$ cat config.mk
export PLATFORM = sky130hd
export DESIGN_NAME = battleship_top
export DESIGN_NICKNAME = d
export VERILOG_FILES = /design/src/design/game_pkg.sv /design/src/design/io_pkg.sv /design/src/design/input_stage.sv /design/src/design/coord_lfsr.sv /design/src/design/game_controller.sv /design/src/design/fleet_board.sv /design/src/design/seg_display_stage.sv /design/src/design/battleship_top.sv
export SDC_FILE = /design/constraint.sdc
export NUM_CORES = 1
export LEC_CHECK = 0
export BUFFER_PORTS_ARGS = -buffer_cell sky130_fd_sc_hd__buf_2
export CAP_MARGIN = 20
export CELL_PAD_IN_SITES_DETAIL_PLACEMENT = 2
export CELL_PAD_IN_SITES_GLOBAL_PLACEMENT = 2
export CORE_MARGIN = 5
export CORE_UTILIZATION = 30
export DETAILED_ROUTE_END_ITERATION = 6
export PLACE_DENSITY_LB_ADDON = 0.1
export REMOVE_ABC_BUFFERS = 1
export SYNTH_ARGS = -nofsm -noshare
export SYNTH_HDL_FRONTEND = slang
export SYNTH_SLANG_ARGS = --single-unit
$ cat constraint.sdc
create_clock -name i_clk -period 7.4 [get_ports i_clk]
set_clock_uncertainty 0.15 [all_clocks]
set_input_delay 0.37 -clock i_clk [delete_from_list [all_inputs] [get_ports i_clk]]
set_output_delay 0.37 -clock i_clk [all_outputs]
set_load 0.05 [all_outputs]
$ cat src/design/game_pkg.sv
package game_pkg;

	localparam int COORD_W = 3;  // One board axis, boards up to 8x8
	localparam int COUNT_W = 3;  // Ship counts 0..7

	// Cell on the board, row 0 at the top
	typedef struct packed {
		logic [COORD_W-1:0] row;
		logic [COORD_W-1:0] col;
	} coord_t;

	// Controller to board, one pulse at most per cycle
	typedef struct packed {
		logic   place;   // Put a ship at target
		logic   fire;    // Shoot at target
		coord_t target;
	} board_req_t;

	// Board to controller, one cycle after the request
	typedef struct packed {
		logic               valid;       // Answer to last cycle's request
		logic               accepted;    // Cell was free or not yet shot
		logic               hit;         // Shot landed on a ship
		logic [COUNT_W-1:0] ships_left;  // Live ships, always valid
	} board_rsp_t;

	// Game phases
	typedef enum logic [2:0] {
		CHOOSE_COUNT  = 3'd0,
		PLACE_PLAYER  = 3'd1,
		PLACE_MACHINE = 3'd2,
		PLAYER_TURN   = 3'd3,
		MACHINE_TURN  = 3'd4,
		VICTORY       = 3'd5,
		DEFEAT        = 3'd6
	} phase_e;

endpackage

$ cat src/design/io_pkg.sv
package io_pkg;

	// Everything the player does, as seen by the controller
	typedef struct packed {
		logic                              confirm_count;  // Fleet size chosen
		logic                              confirm_place;  // Place ship at cursor
		logic                              fire;           // Shoot at cursor
		game_pkg::coord_t                  cursor;         // Level, clamped to board
		logic [game_pkg::COUNT_W-1:0]      ship_count;     // Level, clamped 1..MAX_SHIPS
	} player_cmd_t;

	// Seven-segment pattern, bit 6 is g and bit 0 is a, active high
	typedef logic [6:0] seg_t;

endpackage

$ cat src/design/input_stage.sv
`timescale 1ns/10ps

module input_stage #(
	parameter int BOARD_SIZE = 5,
	parameter int MAX_SHIPS  = 5
) (
	input  logic                         i_clk,
	input  logic                         i_arst_n,
	input  logic                         i_move_up,
	input  logic                         i_move_down,
	input  logic                         i_move_left,
	input  logic                         i_move_right,
	input  logic                         i_confirm_count,
	input  logic                         i_confirm_place,
	input  logic                         i_fire,
	input  logic [game_pkg::COUNT_W-1:0] i_ship_count,
	input  logic                         i_move_enable,  // Cursor frozen outside placing/firing
	output io_pkg::player_cmd_t          o_cmd
);

	localparam int CW = game_pkg::COUNT_W;
	localparam int PW = game_pkg::COORD_W;
	localparam logic [PW-1:0] LAST = PW'(BOARD_SIZE - 1);  // Last row/column index

	// Bit positions in the button vector
	localparam int BTN_UP      = 6;
	localparam int BTN_DOWN    = 5;
	localparam int BTN_LEFT    = 4;
	localparam int BTN_RIGHT   = 3;
	localparam int BTN_COUNT   = 2;
	localparam int BTN_PLACE   = 1;
	localparam int BTN_FIRE    = 0;

	logic [6:0]          btn;
	logic [6:0]          sync1_q, sync2_q;  // Two-flop synchronizer
	logic [6:0]          prev_q;            // Last synchronized level
	logic [6:0]          rise;
	logic [CW-1:0]       count_clamped;
	game_pkg::coord_t    cursor_d;
	io_pkg::player_cmd_t cmd_q;

	assign btn = {i_move_up, i_move_down, i_move_left, i_move_right,
		i_confirm_count, i_confirm_place, i_fire};

	assign rise = sync2_q & ~prev_q;  // Low to high after sync

	// Fleet size kept inside 1..MAX_SHIPS
	always_comb begin
		if (i_ship_count == '0)
			count_clamped = CW'(1);
		else if (i_ship_count > CW'(MAX_SHIPS))
			count_clamped = CW'(MAX_SHIPS);
		else
			count_clamped = i_ship_count;
	end

	// One step per press, stops at the edges, up wins over the others
	always_comb begin
		cursor_d = cmd_q.cursor;
		if (i_move_enable) begin
			if (rise[BTN_UP] && cmd_q.cursor.row != '0)
				cursor_d.row = cmd_q.cursor.row - 1'b1;
			else if (rise[BTN_DOWN] && cmd_q.cursor.row != LAST)
				cursor_d.row = cmd_q.cursor.row + 1'b1;
			else if (rise[BTN_LEFT] && cmd_q.cursor.col != '0)
				cursor_d.col = cmd_q.cursor.col - 1'b1;
			else if (rise[BTN_RIGHT] && cmd_q.cursor.col != LAST)
				cursor_d.col = cmd_q.cursor.col + 1'b1;
		end
	end

	always_ff @(posedge i_clk or negedge i_arst_n) begin
		if (!i_arst_n) begin
			sync1_q <= '0;
			sync2_q <= '0;
			prev_q  <= '0;
			cmd_q   <= '0;  // Cursor back to 0,0
		end else begin
			sync1_q             <= btn;
			sync2_q             <= sync1_q;
			prev_q              <= sync2_q;
			cmd_q.confirm_count <= rise[BTN_COUNT];  // Single-cycle pulses
			cmd_q.confirm_place <= rise[BTN_PLACE];
			cmd_q.fire          <= rise[BTN_FIRE];
			cmd_q.cursor        <= cursor_d;
			cmd_q.ship_count    <= count_clamped;
		end
	end

	assign o_cmd = cmd_q;

endmodule

$ cat src/design/coord_lfsr.sv
`timescale 1ns/10ps

module coord_lfsr #(
	parameter int BOARD_SIZE = 5
) (
	input  logic             i_clk,
	input  logic             i_arst_n,
	output game_pkg::coord_t o_coord
);

	localparam int PW = game_pkg::COORD_W;
	localparam logic [15:0] SEED = 16'hACE1;  // Any non-zero value
	localparam logic [15:0] TAPS = 16'hB400;  // x^16 + x^14 + x^13 + x^11 + 1

	logic [15:0]      state_q;
	game_pkg::coord_t coord_q;

	// Galois form, shifts right and folds the taps in when bit 0 drops out
	always_ff @(posedge i_clk or negedge i_arst_n) begin
		if (!i_arst_n) begin
			state_q <= SEED;
			coord_q <= '0;
		end else begin
			state_q     <= {1'b0, state_q[15:1]} ^ (state_q[0] ? TAPS : 16'h0000);
			coord_q.row <= PW'(state_q[15:8] % BOARD_SIZE);  // Upper byte for row
			coord_q.col <= PW'(state_q[7:0] % BOARD_SIZE);   // Lower byte for column
		end
	end

	assign o_coord = coord_q;

	// All-zero state would lock the generator up
	a_state_nonzero: assert property (@(posedge i_clk) disable iff (!i_arst_n)
		state_q != '0);

endmodule

$ cat src/design/game_controller.sv
`timescale 1ns/10ps

module game_controller (
	input  logic                         i_clk,
	input  logic                         i_arst_n,
	input  io_pkg::player_cmd_t          i_cmd,
	input  game_pkg::coord_t             i_random,
	input  game_pkg::board_rsp_t         i_player_rsp,
	input  game_pkg::board_rsp_t         i_machine_rsp,
	output game_pkg::board_req_t         o_player_req,
	output game_pkg::board_req_t         o_machine_req,
	output game_pkg::phase_e             o_phase,
	output logic                         o_move_enable,
	output logic                         o_move_error,
	output logic [game_pkg::COUNT_W-1:0] o_fleet_size
);

	localparam int CW = game_pkg::COUNT_W;

	game_pkg::phase_e     phase_q;
	game_pkg::board_req_t player_req_q, machine_req_q;
	logic [CW-1:0]        fleet_q;   // Latched fleet size
	logic [CW-1:0]        placed_q;  // Accepted player placements
	logic                 wait_q;    // Request out, answer not yet taken
	logic                 error_q;
	logic                 req_any;

	always_ff @(posedge i_clk or negedge i_arst_n) begin
		if (!i_arst_n) begin
			phase_q       <= game_pkg::CHOOSE_COUNT;
			player_req_q  <= '0;
			machine_req_q <= '0;
			fleet_q       <= '0;
			placed_q      <= '0;
			wait_q        <= 1'b0;
			error_q       <= 1'b0;
		end else begin
			player_req_q.place  <= 1'b0;  // Requests are single pulses
			player_req_q.fire   <= 1'b0;
			machine_req_q.place <= 1'b0;
			machine_req_q.fire  <= 1'b0;
			error_q             <= 1'b0;
			case (phase_q)
				game_pkg::CHOOSE_COUNT: if (i_cmd.confirm_count) begin
					fleet_q  <= i_cmd.ship_count;
					placed_q <= '0;
					phase_q  <= game_pkg::PLACE_PLAYER;
				end
				game_pkg::PLACE_PLAYER: if (wait_q) begin
					if (i_player_rsp.valid) begin
						wait_q <= 1'b0;
						if (!i_player_rsp.accepted)
							error_q <= 1'b1;  // Cell already has a ship
						else if (placed_q + CW'(1) == fleet_q)
							phase_q <= game_pkg::PLACE_MACHINE;
						else
							placed_q <= placed_q + CW'(1);
					end
				end else if (i_cmd.confirm_place) begin
					player_req_q.place  <= 1'b1;
					player_req_q.target <= i_cmd.cursor;
					wait_q              <= 1'b1;
				end
				// Machine places back to back, one try every second cycle
				game_pkg::PLACE_MACHINE: if (!wait_q || i_machine_rsp.valid) begin
					if (wait_q && i_machine_rsp.accepted && i_machine_rsp.ships_left == fleet_q) begin
						wait_q  <= 1'b0;
						phase_q <= game_pkg::PLAYER_TURN;
					end else begin
						machine_req_q.place  <= 1'b1;  // Occupied cells just retry
						machine_req_q.target <= i_random;
						wait_q               <= 1'b1;
					end
				end
				game_pkg::PLAYER_TURN: if (wait_q) begin
					if (i_machine_rsp.valid) begin
						wait_q <= 1'b0;
						if (!i_machine_rsp.accepted)
							error_q <= 1'b1;  // Shot there before, turn kept
						else if (i_machine_rsp.ships_left == '0)
							phase_q <= game_pkg::VICTORY;
						else
							phase_q <= game_pkg::MACHINE_TURN;
					end
				end else if (i_cmd.fire) begin
					machine_req_q.fire   <= 1'b1;
					machine_req_q.target <= i_cmd.cursor;
					wait_q               <= 1'b1;
				end
				game_pkg::MACHINE_TURN: if (!wait_q || i_player_rsp.valid) begin
					if (wait_q && i_player_rsp.accepted) begin
						wait_q  <= 1'b0;
						phase_q <= (i_player_rsp.ships_left == '0) ? game_pkg::DEFEAT
							: game_pkg::PLAYER_TURN;
					end else begin
						player_req_q.fire   <= 1'b1;  // Random shot, repeats retried
						player_req_q.target <= i_random;
						wait_q              <= 1'b1;
					end
				end
				default: ;  // VICTORY and DEFEAT hold until reset
			endcase
		end
	end

	assign req_any = player_req_q.place | player_req_q.fire
		| machine_req_q.place | machine_req_q.fire;

	assign o_player_req  = player_req_q;
	assign o_machine_req = machine_req_q;
	assign o_phase       = phase_q;
	assign o_move_error  = error_q;
	assign o_fleet_size  = fleet_q;
	assign o_move_enable = (phase_q == game_pkg::PLACE_PLAYER)
		|| (phase_q == game_pkg::PLAYER_TURN);

	// Answer comes back in the next cycle, so nothing new may go out then
	a_no_req_while_pending: assert property (@(posedge i_clk) disable iff (!i_arst_n)
		req_any |=> !req_any);

	// Game over is final
	a_terminal_holds: assert property (@(posedge i_clk) disable iff (!i_arst_n)
		(phase_q inside {game_pkg::VICTORY, game_pkg::DEFEAT}) |=> $stable(phase_q));

endmodule

$ cat src/design/fleet_board.sv
`timescale 1ns/10ps

module fleet_board #(
	parameter int BOARD_SIZE = 5,
	parameter int MAX_SHIPS  = 5
) (
	input  logic                 i_clk,
	input  logic                 i_arst_n,
	input  game_pkg::board_req_t i_req,
	output game_pkg::board_rsp_t o_rsp
);

	localparam int CW     = game_pkg::COUNT_W;
	localparam int CELLS  = BOARD_SIZE * BOARD_SIZE;
	localparam int IDX_W  = $clog2(CELLS);

	logic [CELLS-1:0] ship_q;  // One ship bit per cell
	logic [CELLS-1:0] shot_q;  // One shot bit per cell
	logic [IDX_W-1:0] idx;     // Row-major cell index
	logic             has_ship;
	logic             was_shot;
	logic             valid_q;
	logic             accepted_q;
	logic             hit_q;
	logic [CW-1:0]    left_q;  // Live ships on this board

	assign idx      = IDX_W'(i_req.target.row * BOARD_SIZE + i_req.target.col);
	assign has_ship = ship_q[idx];
	assign was_shot = shot_q[idx];

	always_ff @(posedge i_clk or negedge i_arst_n) begin
		if (!i_arst_n) begin
			ship_q     <= '0;  // Empty board
			shot_q     <= '0;
			valid_q    <= 1'b0;
			accepted_q <= 1'b0;
			hit_q      <= 1'b0;
			left_q     <= '0;
		end else begin
			valid_q    <= i_req.place | i_req.fire;  // Every request gets one answer
			accepted_q <= 1'b0;
			hit_q      <= 1'b0;
			if (i_req.place) begin
				// Placement only onto water
				if (!has_ship) begin
					ship_q[idx] <= 1'b1;
					accepted_q  <= 1'b1;
					left_q      <= left_q + CW'(1);
				end
			end else if (i_req.fire) begin
				if (!was_shot) begin
					shot_q[idx] <= 1'b1;
					accepted_q  <= 1'b1;
					if (has_ship) begin
						hit_q  <= 1'b1;  // One-cell ship sunk
						left_q <= left_q - CW'(1);
					end
				end
			end
		end
	end

	// Count already updated when valid shows
	assign o_rsp.valid      = valid_q;
	assign o_rsp.accepted   = accepted_q;
	assign o_rsp.hit        = hit_q;
	assign o_rsp.ships_left = left_q;

	// The controller sends one kind of request at a time
	a_place_fire_exclusive: assert property (@(posedge i_clk) disable iff (!i_arst_n)
		!(i_req.place && i_req.fire));

	// Fleet never grows past the largest size the player may choose
	a_left_bounded: assert property (@(posedge i_clk) disable iff (!i_arst_n)
		left_q <= CW'(MAX_SHIPS));

	// Cursor and random source both stay on the board
	a_target_in_board: assert property (@(posedge i_clk) disable iff (!i_arst_n)
		(i_req.place || i_req.fire) |->
			(i_req.target.row < BOARD_SIZE) && (i_req.target.col < BOARD_SIZE));

endmodule

$ cat src/design/seg_display_stage.sv
`timescale 1ns/10ps

module seg_display_stage (
	input  logic                         i_clk,
	input  logic                         i_arst_n,
	input  logic [game_pkg::COUNT_W-1:0] i_fleet_size,
	input  logic [game_pkg::COUNT_W-1:0] i_player_left,
	input  logic [game_pkg::COUNT_W-1:0] i_machine_left,
	output io_pkg::seg_t                 o_seg_fleet,
	output io_pkg::seg_t                 o_seg_player_left,
	output io_pkg::seg_t                 o_seg_machine_left
);

	// Digit 0..7 to segments g..a
	function automatic io_pkg::seg_t digit_to_seg(input logic [game_pkg::COUNT_W-1:0] d);
		io_pkg::seg_t s;
		case (d)
			3'd0: s = 7'h3F;
			3'd1: s = 7'h06;
			3'd2: s = 7'h5B;
			3'd3: s = 7'h4F;
			3'd4: s = 7'h66;
			3'd5: s = 7'h6D;
			3'd6: s = 7'h7D;
			default: s = 7'h07;  // 7
		endcase
		return s;
	endfunction

	io_pkg::seg_t fleet_q, player_q, machine_q;

	always_ff @(posedge i_clk or negedge i_arst_n) begin
		if (!i_arst_n) begin
			fleet_q   <= digit_to_seg('0);  // Show zeros after reset
			player_q  <= digit_to_seg('0);
			machine_q <= digit_to_seg('0);
		end else begin
			fleet_q   <= digit_to_seg(i_fleet_size);
			player_q  <= digit_to_seg(i_player_left);
			machine_q <= digit_to_seg(i_machine_left);
		end
	end

	assign o_seg_fleet        = fleet_q;
	assign o_seg_player_left  = player_q;
	assign o_seg_machine_left = machine_q;

endmodule

$ cat src/design/battleship_top.sv
`timescale 1ns/10ps

module battleship_top #(
	parameter int BOARD_SIZE = 5,
	parameter int MAX_SHIPS  = 5
) (
	input  logic                         i_clk,
	input  logic                         i_arst_n,
	input  logic                         i_move_up,
	input  logic                         i_move_down,
	input  logic                         i_move_left,
	input  logic                         i_move_right,
	input  logic                         i_confirm_count,
	input  logic                         i_confirm_place,
	input  logic                         i_fire,
	input  logic [game_pkg::COUNT_W-1:0] i_ship_count,
	output game_pkg::phase_e             o_phase,
	output game_pkg::coord_t             o_cursor,  // Player position, no picture
	output logic                         o_move_error,
	output io_pkg::seg_t                 o_seg_fleet,
	output io_pkg::seg_t                 o_seg_player_left,
	output io_pkg::seg_t                 o_seg_machine_left
);

	io_pkg::player_cmd_t          cmd;
	game_pkg::coord_t             random_coord;
	game_pkg::board_req_t         player_req, machine_req;
	game_pkg::board_rsp_t         player_rsp, machine_rsp;
	logic                         move_enable;
	logic [game_pkg::COUNT_W-1:0] fleet_size;

	input_stage #(.BOARD_SIZE(BOARD_SIZE), .MAX_SHIPS(MAX_SHIPS)) u_input (
		.i_clk(i_clk), .i_arst_n(i_arst_n),
		.i_move_up(i_move_up), .i_move_down(i_move_down),
		.i_move_left(i_move_left), .i_move_right(i_move_right),
		.i_confirm_count(i_confirm_count), .i_confirm_place(i_confirm_place),
		.i_fire(i_fire), .i_ship_count(i_ship_count),
		.i_move_enable(move_enable), .o_cmd(cmd)
	);

	coord_lfsr #(.BOARD_SIZE(BOARD_SIZE)) u_lfsr (
		.i_clk(i_clk), .i_arst_n(i_arst_n), .o_coord(random_coord)
	);

	game_controller u_ctrl (
		.i_clk(i_clk), .i_arst_n(i_arst_n),
		.i_cmd(cmd), .i_random(random_coord),
		.i_player_rsp(player_rsp), .i_machine_rsp(machine_rsp),
		.o_player_req(player_req), .o_machine_req(machine_req),
		.o_phase(o_phase), .o_move_enable(move_enable),
		.o_move_error(o_move_error), .o_fleet_size(fleet_size)
	);

	// Human fleet, shot at by the machine
	fleet_board #(.BOARD_SIZE(BOARD_SIZE), .MAX_SHIPS(MAX_SHIPS)) player_board (
		.i_clk(i_clk), .i_arst_n(i_arst_n), .i_req(player_req), .o_rsp(player_rsp)
	);

	// Machine fleet, shot at by the player
	fleet_board #(.BOARD_SIZE(BOARD_SIZE), .MAX_SHIPS(MAX_SHIPS)) machine_board (
		.i_clk(i_clk), .i_arst_n(i_arst_n), .i_req(machine_req), .o_rsp(machine_rsp)
	);

	seg_display_stage u_display (
		.i_clk(i_clk), .i_arst_n(i_arst_n),
		.i_fleet_size(fleet_size),
		.i_player_left(player_rsp.ships_left),
		.i_machine_left(machine_rsp.ships_left),
		.o_seg_fleet(o_seg_fleet),
		.o_seg_player_left(o_seg_player_left),
		.o_seg_machine_left(o_seg_machine_left)
	);

	assign o_cursor = cmd.cursor;

endmodule

# After elaboration in Yosys (flattened, before gate mapping)
# Index checks and enable logic that the tools add are counted.
[totals]
reg_bits = 213
inputBits = 12
word_cells = 264
[classes]
n_addsub = 11
multipliers = 2
div_mod_pow = 2
n_lt_le_gt_ge = 5
eq_ne = 49
mux = 95
bitwise = 17
reduce_logical = 45
[op_table]
columns = ["cell", "count"]
rows = [
  ["$pmux W7 S7", 3],
  ["$mux W3", 34],
  ["$or A25 B25 Y25", 4],
  ["$mod A8 B3 Y32 const B", 2],
  ["$mux W1", 37],
  ["$eq A3 B3 Y1 const B", 10],
  ["$mux W7", 4],
  ["$eq A3 B2 Y1 const B", 8],
  ["$mux W6", 4],
  ["$ne A2 B2 Y1 const B", 12],
  ["$pmux W6 S2", 2],
  ["$ne A2 B1 Y1 const B", 11],
  ["$bmux W1 S5", 4],
  ["$reduce_bool A2 Y1", 9],
  ["$mux W16", 1],
  ["$xor A15 B16 Y16", 1],
  ["$add A3 B1 Y3 const B", 5],
  ["$logic_not A3 Y1", 5],
  ["$pmux W3 S5", 1],
  ["$reduce_and A13 Y1", 1],
  ["$eq A3 B1 Y1 const B", 4],
  ["$lt A5 B6 Y1 const B", 2],
  ["$reduce_and A4 Y1", 3],
  ["$sub A3 B1 Y3 const B", 4],
  ["other kinds (24)", 55],
]

# Depth between registers and ports, before layout
# Gate-level depths: netlist of the first run.
[logic_depth]
ltp_word = 8
ltp_mapped = 27
mapped_depth_nobuf = 25

# Cells and area by module
# A second synthesis of the first run with hierarchy kept.
[unflattened]
hier_cells = 1117
hier_area_um2 = 12403.1
[modules_own_cells]
columns = ["module", "n_inst", "cells_per_inst", "area_per_inst_um2", "seq_area_each_um2"]
rows = [
  ["coord_lfsr", 1, 385, 3233.1, 560.5],
  ["fleet_board (machine_board)", 1, 226, 2820.2, 1401.3],
  ["fleet_board (player_board)", 1, 218, 2773.9, 1401.3],
  ["game_controller", 1, 149, 1609.0, 675.6],
  ["input_stage", 1, 75, 1157.4, 825.8],
  ["seg_display_stage", 1, 64, 809.5, 548.0],
]

# Least setup slack after synthesis of the first run
# No wires, ideal clock.
[synth_timing]
kind = "register to register"
start = "reg u_lfsr.state_q[14]"
end = "reg u_lfsr.coord_q, in the netlist u_lfsr.o_coord[5]"
setup_ns = 0.119
t_arrival_ns = 5.506
t_required_ns = 7.131
setup_slack_ns = 1.625
stages_incl_launch_ff = 28
n_path_buf = 2
path_cell_list = "dfrtp_1 -> clkbuf_1 -> nor2_1 -> inv_1 -> ha_1 -> nand2b_1 -> nand2b_1 -> a221o_1 -> clkbuf_1 -> maj3_1 -> a211oi_1 -> xor2_1 -> ha_1 -> o32a_1 -> o21a_1 -> o211ai_1 -> o211ai_1 -> or3_1 -> xnor2_1 -> ha_1 -> nor2b_1 -> nor2_1 -> o211ai_1 -> o31a_1 -> a31oi_1 -> o22ai_1 -> nand4b_2 -> a21bo_2"
[synth_between]
elab_chain_len = 1
[synth_lines]
columns = ["item", "line", "source"]
rows = [
  ["start, declared", "coord_lfsr.sv:15", "logic [15:0] state_q;"],
  ["start signal, assigned", "coord_lfsr.sv:24", "state_q <= {1'b0, state_q[15:1]} ^ (state_q[0] ? TAPS : 16'h0000);"],
  ["$mod A8 B3 Y32", "coord_lfsr.sv:25", "coord_q.row <= PW'(state_q[15:8] % BOARD_SIZE);"],
  ["end, declared", "coord_lfsr.sv:16", "game_pkg::coord_t coord_q;"],
]
# No other way between the ends.
# A chain may end at the register's enable or synchronous reset.

# Worst setup path in the final report of the first run
[layout_timing]
start = "reg u_lfsr.state_q[13]"
end = "reg u_lfsr.coord_q, in the netlist u_lfsr.o_coord[4]"
# The elaborated chain is that of the path after synthesis.

==> impl_metrics.toml, run 1 <==
[outcome]
outcome = "complete, no violations"

[setup_path]
crit_required_ns = 7.72
crit_family = "compound AO/OA/AOI/OAI gates"
reg2reg_slack_ns = 0.96
crit_buf_inv = 1
critPathMaxStageDelay_ns = 0.73
timing.rr.end = "u_lfsr.o_coord[4]"
reg2reg_from = "u_lfsr.state_q[13]"
cp_data_arrival_time_ns = 6.76
worst-path-stages = 25
endpoint_kind = "flip-flop"
crit_fanout = 20
path_class = "flip-flop to flip-flop"
cp_slowest_cell = "dfstp_2"
start_kind = "flip-flop"
ff2ff_path_depth = 25

[clock_tree]
cts_inserted_buffers = 28
cts.clk_slew.worst_paths_ns = 0.06
cts_sinks = 213
cts_tree = "done"
clk_latency_ns = 0.57
h-tree-depth = 1
cts.path.max_buffers = 3
root_buffer = "clkbuf_16"

[final_layout]
fillCellCount = 4200
n_antenna_cell = 0
area_growth_syn_to_layout_pct = 14.5
layout-drive-gt1-share_pct = 16.6
finalNetCount = 1196
layout.cells.non_filler = 1677
layout_commonest_cell = "dfrtp_1"
mostFrequentLayoutCells = "187 x dfrtp_1, 80 x nand2_1, 75 x o21bai_1"

[synthesis]
synth_cells = 1110
ys_warn_count = 0
synth_edf_count = 0
synth_seq_area_share_pct = 45.9
synth_area_um2 = 11700
synth_top_area_cell = "dfrtp_1"
synth_area_leaders = "dfrtp_1 40%, dfstp_2 5.8%, o21bai_1 4.8%, mux4_2 4.6%, ha_1 4.6%"
synthDistinctLibCells = 100
synth.ff_latch_count = 213
avgSynthCellArea_um2 = 10.5
netlist.area_leader.share_pct = 40.1
synthArstFlopShare_pct = 100
ys.flop_type = "dfrtp_1"

[timing]
min_period_ns = 6.44
tightest_slew_ns = 0.963
fin_tns_setup_ns = 0
fmax_ghz = 0.155
hold_violations = 0
slew_headroom_pct = 35.2
slew_violations = 0
rsz0062_at_grt = "no"
fin_crit_sh_pct = 87.0
finalSetupViolations = 0
hold_ws_ns = 0.198

[grt]
grt_pass1_vias = 9466
antenna_found_initial = 0
grt.overflow.total = 0
grt_pass1_wl_um = 53100
use_met2_pct = 23.4
top_usage_layer = "met2"
grt_max_degree = 79
track_usage_pct = 14.5
met1_usage_pct = 20.9
use_met3_pct = 2.18

[floorplan]
rows = 72
core_um2 = 38600
die_x_um = 207
die-area_um2 = 43000
fp.dieH_um = 207
start_util_pct = 30.3
ios = 43

[routing]
ant_nets = 0
vias = 8648
post_drt_wl_per_cell_um = 18.7
drt_pre_antenna_iters = 4
routed_wl_um = 31300
drt-initial-drc-count = 207
drcViolationCount = 0
post_drt_via_cell_ratio = 5.16

[worst_hold_path]
hold_depth = 0
holdPathEnd = "u_input.sync2_q[1]"
hold_path_class = "flip-flop to flip-flop"
hp-start = "u_input.sync1_q[1]"

[flow_run]
maxCapViolCount = 0

[placed_design]
place_inst = 1612
dp_hpwl_um = 22200
io_buffers = 42
routabilityCongestion = 0.772

[power]
p_per_area_nw_per_um2 = 355
leakage_uw = 0.00593
vdd_drop_max_uv = 193
layout make-up:
| class | count | area [µm²] | share of cell area, % |
|---|---|---|---|
| clock buffer | 45 | 855 | 6.39 |
| clock inverter | 7 | 88.8 | 0.664 |
| inverter | 48 | 180 | 1.35 |
| multi-input combinational | 783 | 5790 | 43.3 |
| sequential | 213 | 5360 | 40.1 |
| tap | 518 | 648 | 4.85 |
| timing repair buffer | 63 | 445 | 3.33 |
sequential cells by signal, summed over array words and instances (netlist names), 6 cells and up:
name and count:
player_board.ship_q 25, u_ctrl.o_machine_req 8, u_input.sync1_q 7, u_lfsr.state_q 16, u_display.o_seg_fleet 7, player_board.shot_q 25
u_lfsr.o_coord 6, u_input.o_cmd 12, u_input.sync2_q 7, u_input.prev_q 7, machine_board.ship_q 25, u_ctrl.o_player_req 8
machine_board.shot_q 25, u_display.o_seg_player_left 7, u_display.o_seg_machine_left 7
how the worst max path moves through the flow:
stage	to	from
finish	u_lfsr.o_coord[4]	u_lfsr.state_q[13]
global route	u_lfsr.o_coord[4]	u_lfsr.state_q[13]
CTS	u_lfsr.o_coord[4]	u_lfsr.state_q[14]
detailed placement	u_lfsr.o_coord[4]	u_lfsr.state_q[14]
global placement	u_lfsr.o_coord[4]	u_lfsr.state_q[14]
floorplan	u_lfsr.o_coord[5]	u_lfsr.state_q[13]
worst reg2reg max path: cells and delay by family, from the launching register on:
family	cells	cell delay (ns)
fa+ha+maj	4	1.19
compound gates	11	2.21
flops	1	0.73
simple gates	6	1.34
buf+inv	1	0.08
xor+xnor	2	0.50
mux	1	0.19
stage by stage:
| stage | util (%) | setup slack (ns) | cell area [µm²] | total power (µW) |
|---|---|---|---|---|
| CTS | 34.5 | 0.928 | 13300 | 4820 |
| floorplan | - | 1.79 | 11300 | 2880 |
| finish | 34.7 | 0.960 | 13400 | 4750 |
| global route | 34.7 | 0.360 | 13400 | 5090 |
| detailed placement | 31.8 | 0.972 | 12300 | 3420 |
| global placement | 31.8 | 1.12 | 12300 | 3370 |
per-layer routing:
metal / vias to the layer above / part of all wire (%)
li1: 4080 / -
met1: 4460 / 50
met2: 78 / 46
met3: 30 / 2.4
met4: 0 / 1.5
met5: - / 0
timing repair:
action                                 in CTS  in global routing
buffers inserted                            0                  0
hold buffers                               11                  0
endpoints found under the hold margin      79                  0
gates resized for setup                     0                  0
power breakdown:
part	switching [µW]	leakage [µW]	internal, µW
registers	224	0.00276	1430
logic	1120	0.00270	618
clock network	529	0.000465	826
cells in the mapped netlist (30+ instances only):
master and instances:
dfrtp_1 187, nand2_1 80, o21bai_1 75, o21ai_0 61, nor2_1 58, inv_1 47
a21oi_1 43, clkbuf_1 43, ha_1 43, a21o_1 35, nand3_1 30
kinds of logic (layout without fill, tap and decap cells):
logic type / Yosys count / in the layout / synth area share [%]
xor gates and xnor gates: 41 / 41 / 3.07
muxes: 35 / 35 / 5.60
and+or+nand+nor: 308 / 308 / 13.7
adders and majority gates: 51 / 51 / 5.65
AOI/OAI and AO/OA: 348 / 348 / 21.6
buffers and inverters: 114 / 163 / 4.52
DFF: 213 / 213 / 45.9
(Power assumes the default switching activity.)
==> inputs of run 2 (changes only) <==
- PLACE_DENSITY: not set -> 0.66
- PLACE_DENSITY_LB_ADDON: 0.1 -> not set
==> impl_metrics.toml, run 2 (synthesis results as in run 1) <==
[outcome]
outcome = "complete, no violations"

[grt]
grt.overflow.total = 0
grt_pass1_wl_um = 52900
antenna_found_initial = 0
track_usage_pct = 14.4
grt_max_degree = 78
grt_pass1_vias = 9524

[setup_path]
crit_family = "compound AO/OA/AOI/OAI gates"
crit_required_ns = 7.70
path_class = "flip-flop to flip-flop"
cp_data_arrival_time_ns = 6.97
crit_fanout = 20
cp_slowest_cell = "dfstp_2"
critPathMaxStageDelay_ns = 0.73
start_kind = "flip-flop"
crit_buf_inv = 1
endpoint_kind = "flip-flop"

[final_layout]
area_growth_syn_to_layout_pct = 14.0
layout.cells.non_filler = 1674
n_antenna_cell = 0
layout-drive-gt1-share_pct = 16.1
mostFrequentLayoutCells = "187 x dfrtp_1, 80 x nand2_1, 75 x o21bai_1"
finalNetCount = 1193
layout_commonest_cell = "dfrtp_1"

[clock_tree]
h-tree-depth = 1
ctsHoldBuffers = 11
clk_latency_ns = 0.56
cts.clk_slew.worst_paths_ns = 0.06
postCtsSetupBuffers = 0
cts.path.max_buffers = 3
cts_resized = 0
cts_sinks = 213
cts_inserted_buffers = 28
cts_tree = "done"
root_buffer = "clkbuf_16"

[placed_design]
routabilityCongestion = 0.812
place_inst = 1609
io_buffers = 42
dp_hpwl_um = 22000

[flow_run]
maxCapViolCount = 0

[timing]
slew_headroom_pct = 33.6
slew_violations = 0
tightest_slew_ns = 0.988
hold_violations = 0
fin_tns_setup_ns = 0
fmax_ghz = 0.150
rsz0062_at_grt = "no"
fin_crit_sh_pct = 90.2
finalSetupViolations = 0
min_period_ns = 6.67

[floorplan]
ios = 43
core_um2 = 38600
fp.dieH_um = 207
die_x_um = 207
rows = 72
die-area_um2 = 43000
start_util_pct = 30.3

[worst_hold_path]
hold_path_class = "flip-flop to flip-flop"

[power]
p_per_area_nw_per_um2 = 356
p_comb_share_pct = 36.9
vdd_drop_max_uv = 213
clkPwrFrac_pct = 28.0
switchingPower_uw = 1880
leakage_uw = 0.00589
p_sw_share_pct = 39.6
pwr-share-seq_pct = 35.1
internal_power_uw = 2860

[routing]
post_drt_via_cell_ratio = 5.22
vias = 8738
drcViolationCount = 0
ant_nets = 0
drt-initial-drc-count = 336
post_drt_wl_per_cell_um = 18.9
routed_wl_um = 31600
drt_pre_antenna_iters = 4
## run 2: path summary, 6_finish.rpt
check                              startpoint                       to  slack, ns  cells past startpoint
max                        u_lfsr.state_q[13]        u_lfsr.o_coord[4]       0.73                     25
min                        u_input.sync1_q[2]       u_input.sync2_q[2]       0.20                      0
max reg2reg                u_lfsr.state_q[13]        u_lfsr.o_coord[4]       0.73                     25
min reg2reg                u_input.sync1_q[2]       u_input.sync2_q[2]       0.20                      0
max in group asynchronous            i_arst_n   player_board.ship_q[1]       5.58                      3
min in group asynchronous            i_arst_n  machine_board.shot_q[2]       0.21                      2
## run 2: metal layers
layer / global-route usage [%] / vias to the layer above / routed length, µm
met5: 0 / - / 0
met4: 3.03 / 0 / 575
met3: 2.12 / 38 / 823
met2: 24.3 / 98 / 15200
met1: 20.0 / 4530 / 15000
li1: - / 4072 / -
## run 2: final cells by class
cell class | instances | area [µm²]
Clock buffer | 43 | 797
Clock inverter | 9 | 115
Fill cell | 4236 | 25200
Inverter | 48 | 180
Multi-Input combinational cell | 783 | 5790
Sequential cell | 213 | 5360
Tap cell | 518 | 648
Timing Repair Buffer | 60 | 423
## run 2: power groups by stage
stage          logic, µW  registers [µW]  clock network, µW
2_1_floorplan       1020            1860                  0
3_3_place_gp        1680            1660                  0
3_5_place_dp        1730            1680                  0
4_1_cts             1750            1660               1380
5_1_grt             1920            1700               1420
6_report            1750            1660               1330
## run 2: metrics by stage
| step | cell area (µm²) | util [%] | hold slack, ns | worst slack (ns) | total power, µW |
|---|---|---|---|---|---|
| 6_report | 13300 | 34.5 | 0.196 | 0.729 | 4740 |
| 4_1_cts | 13300 | 34.4 | 0.200 | 0.740 | 4790 |
| 3_5_place_dp | 12200 | 31.7 | 0.186 | 0.860 | 3410 |
| 2_1_floorplan | 11300 | - | -0.0756 | 1.79 | 2880 |
| 3_3_place_gp | 12200 | 31.7 | 0.182 | 1.18 | 3340 |
| 5_1_grt | 13300 | 34.5 | 0.203 | 0.194 | 5050 |
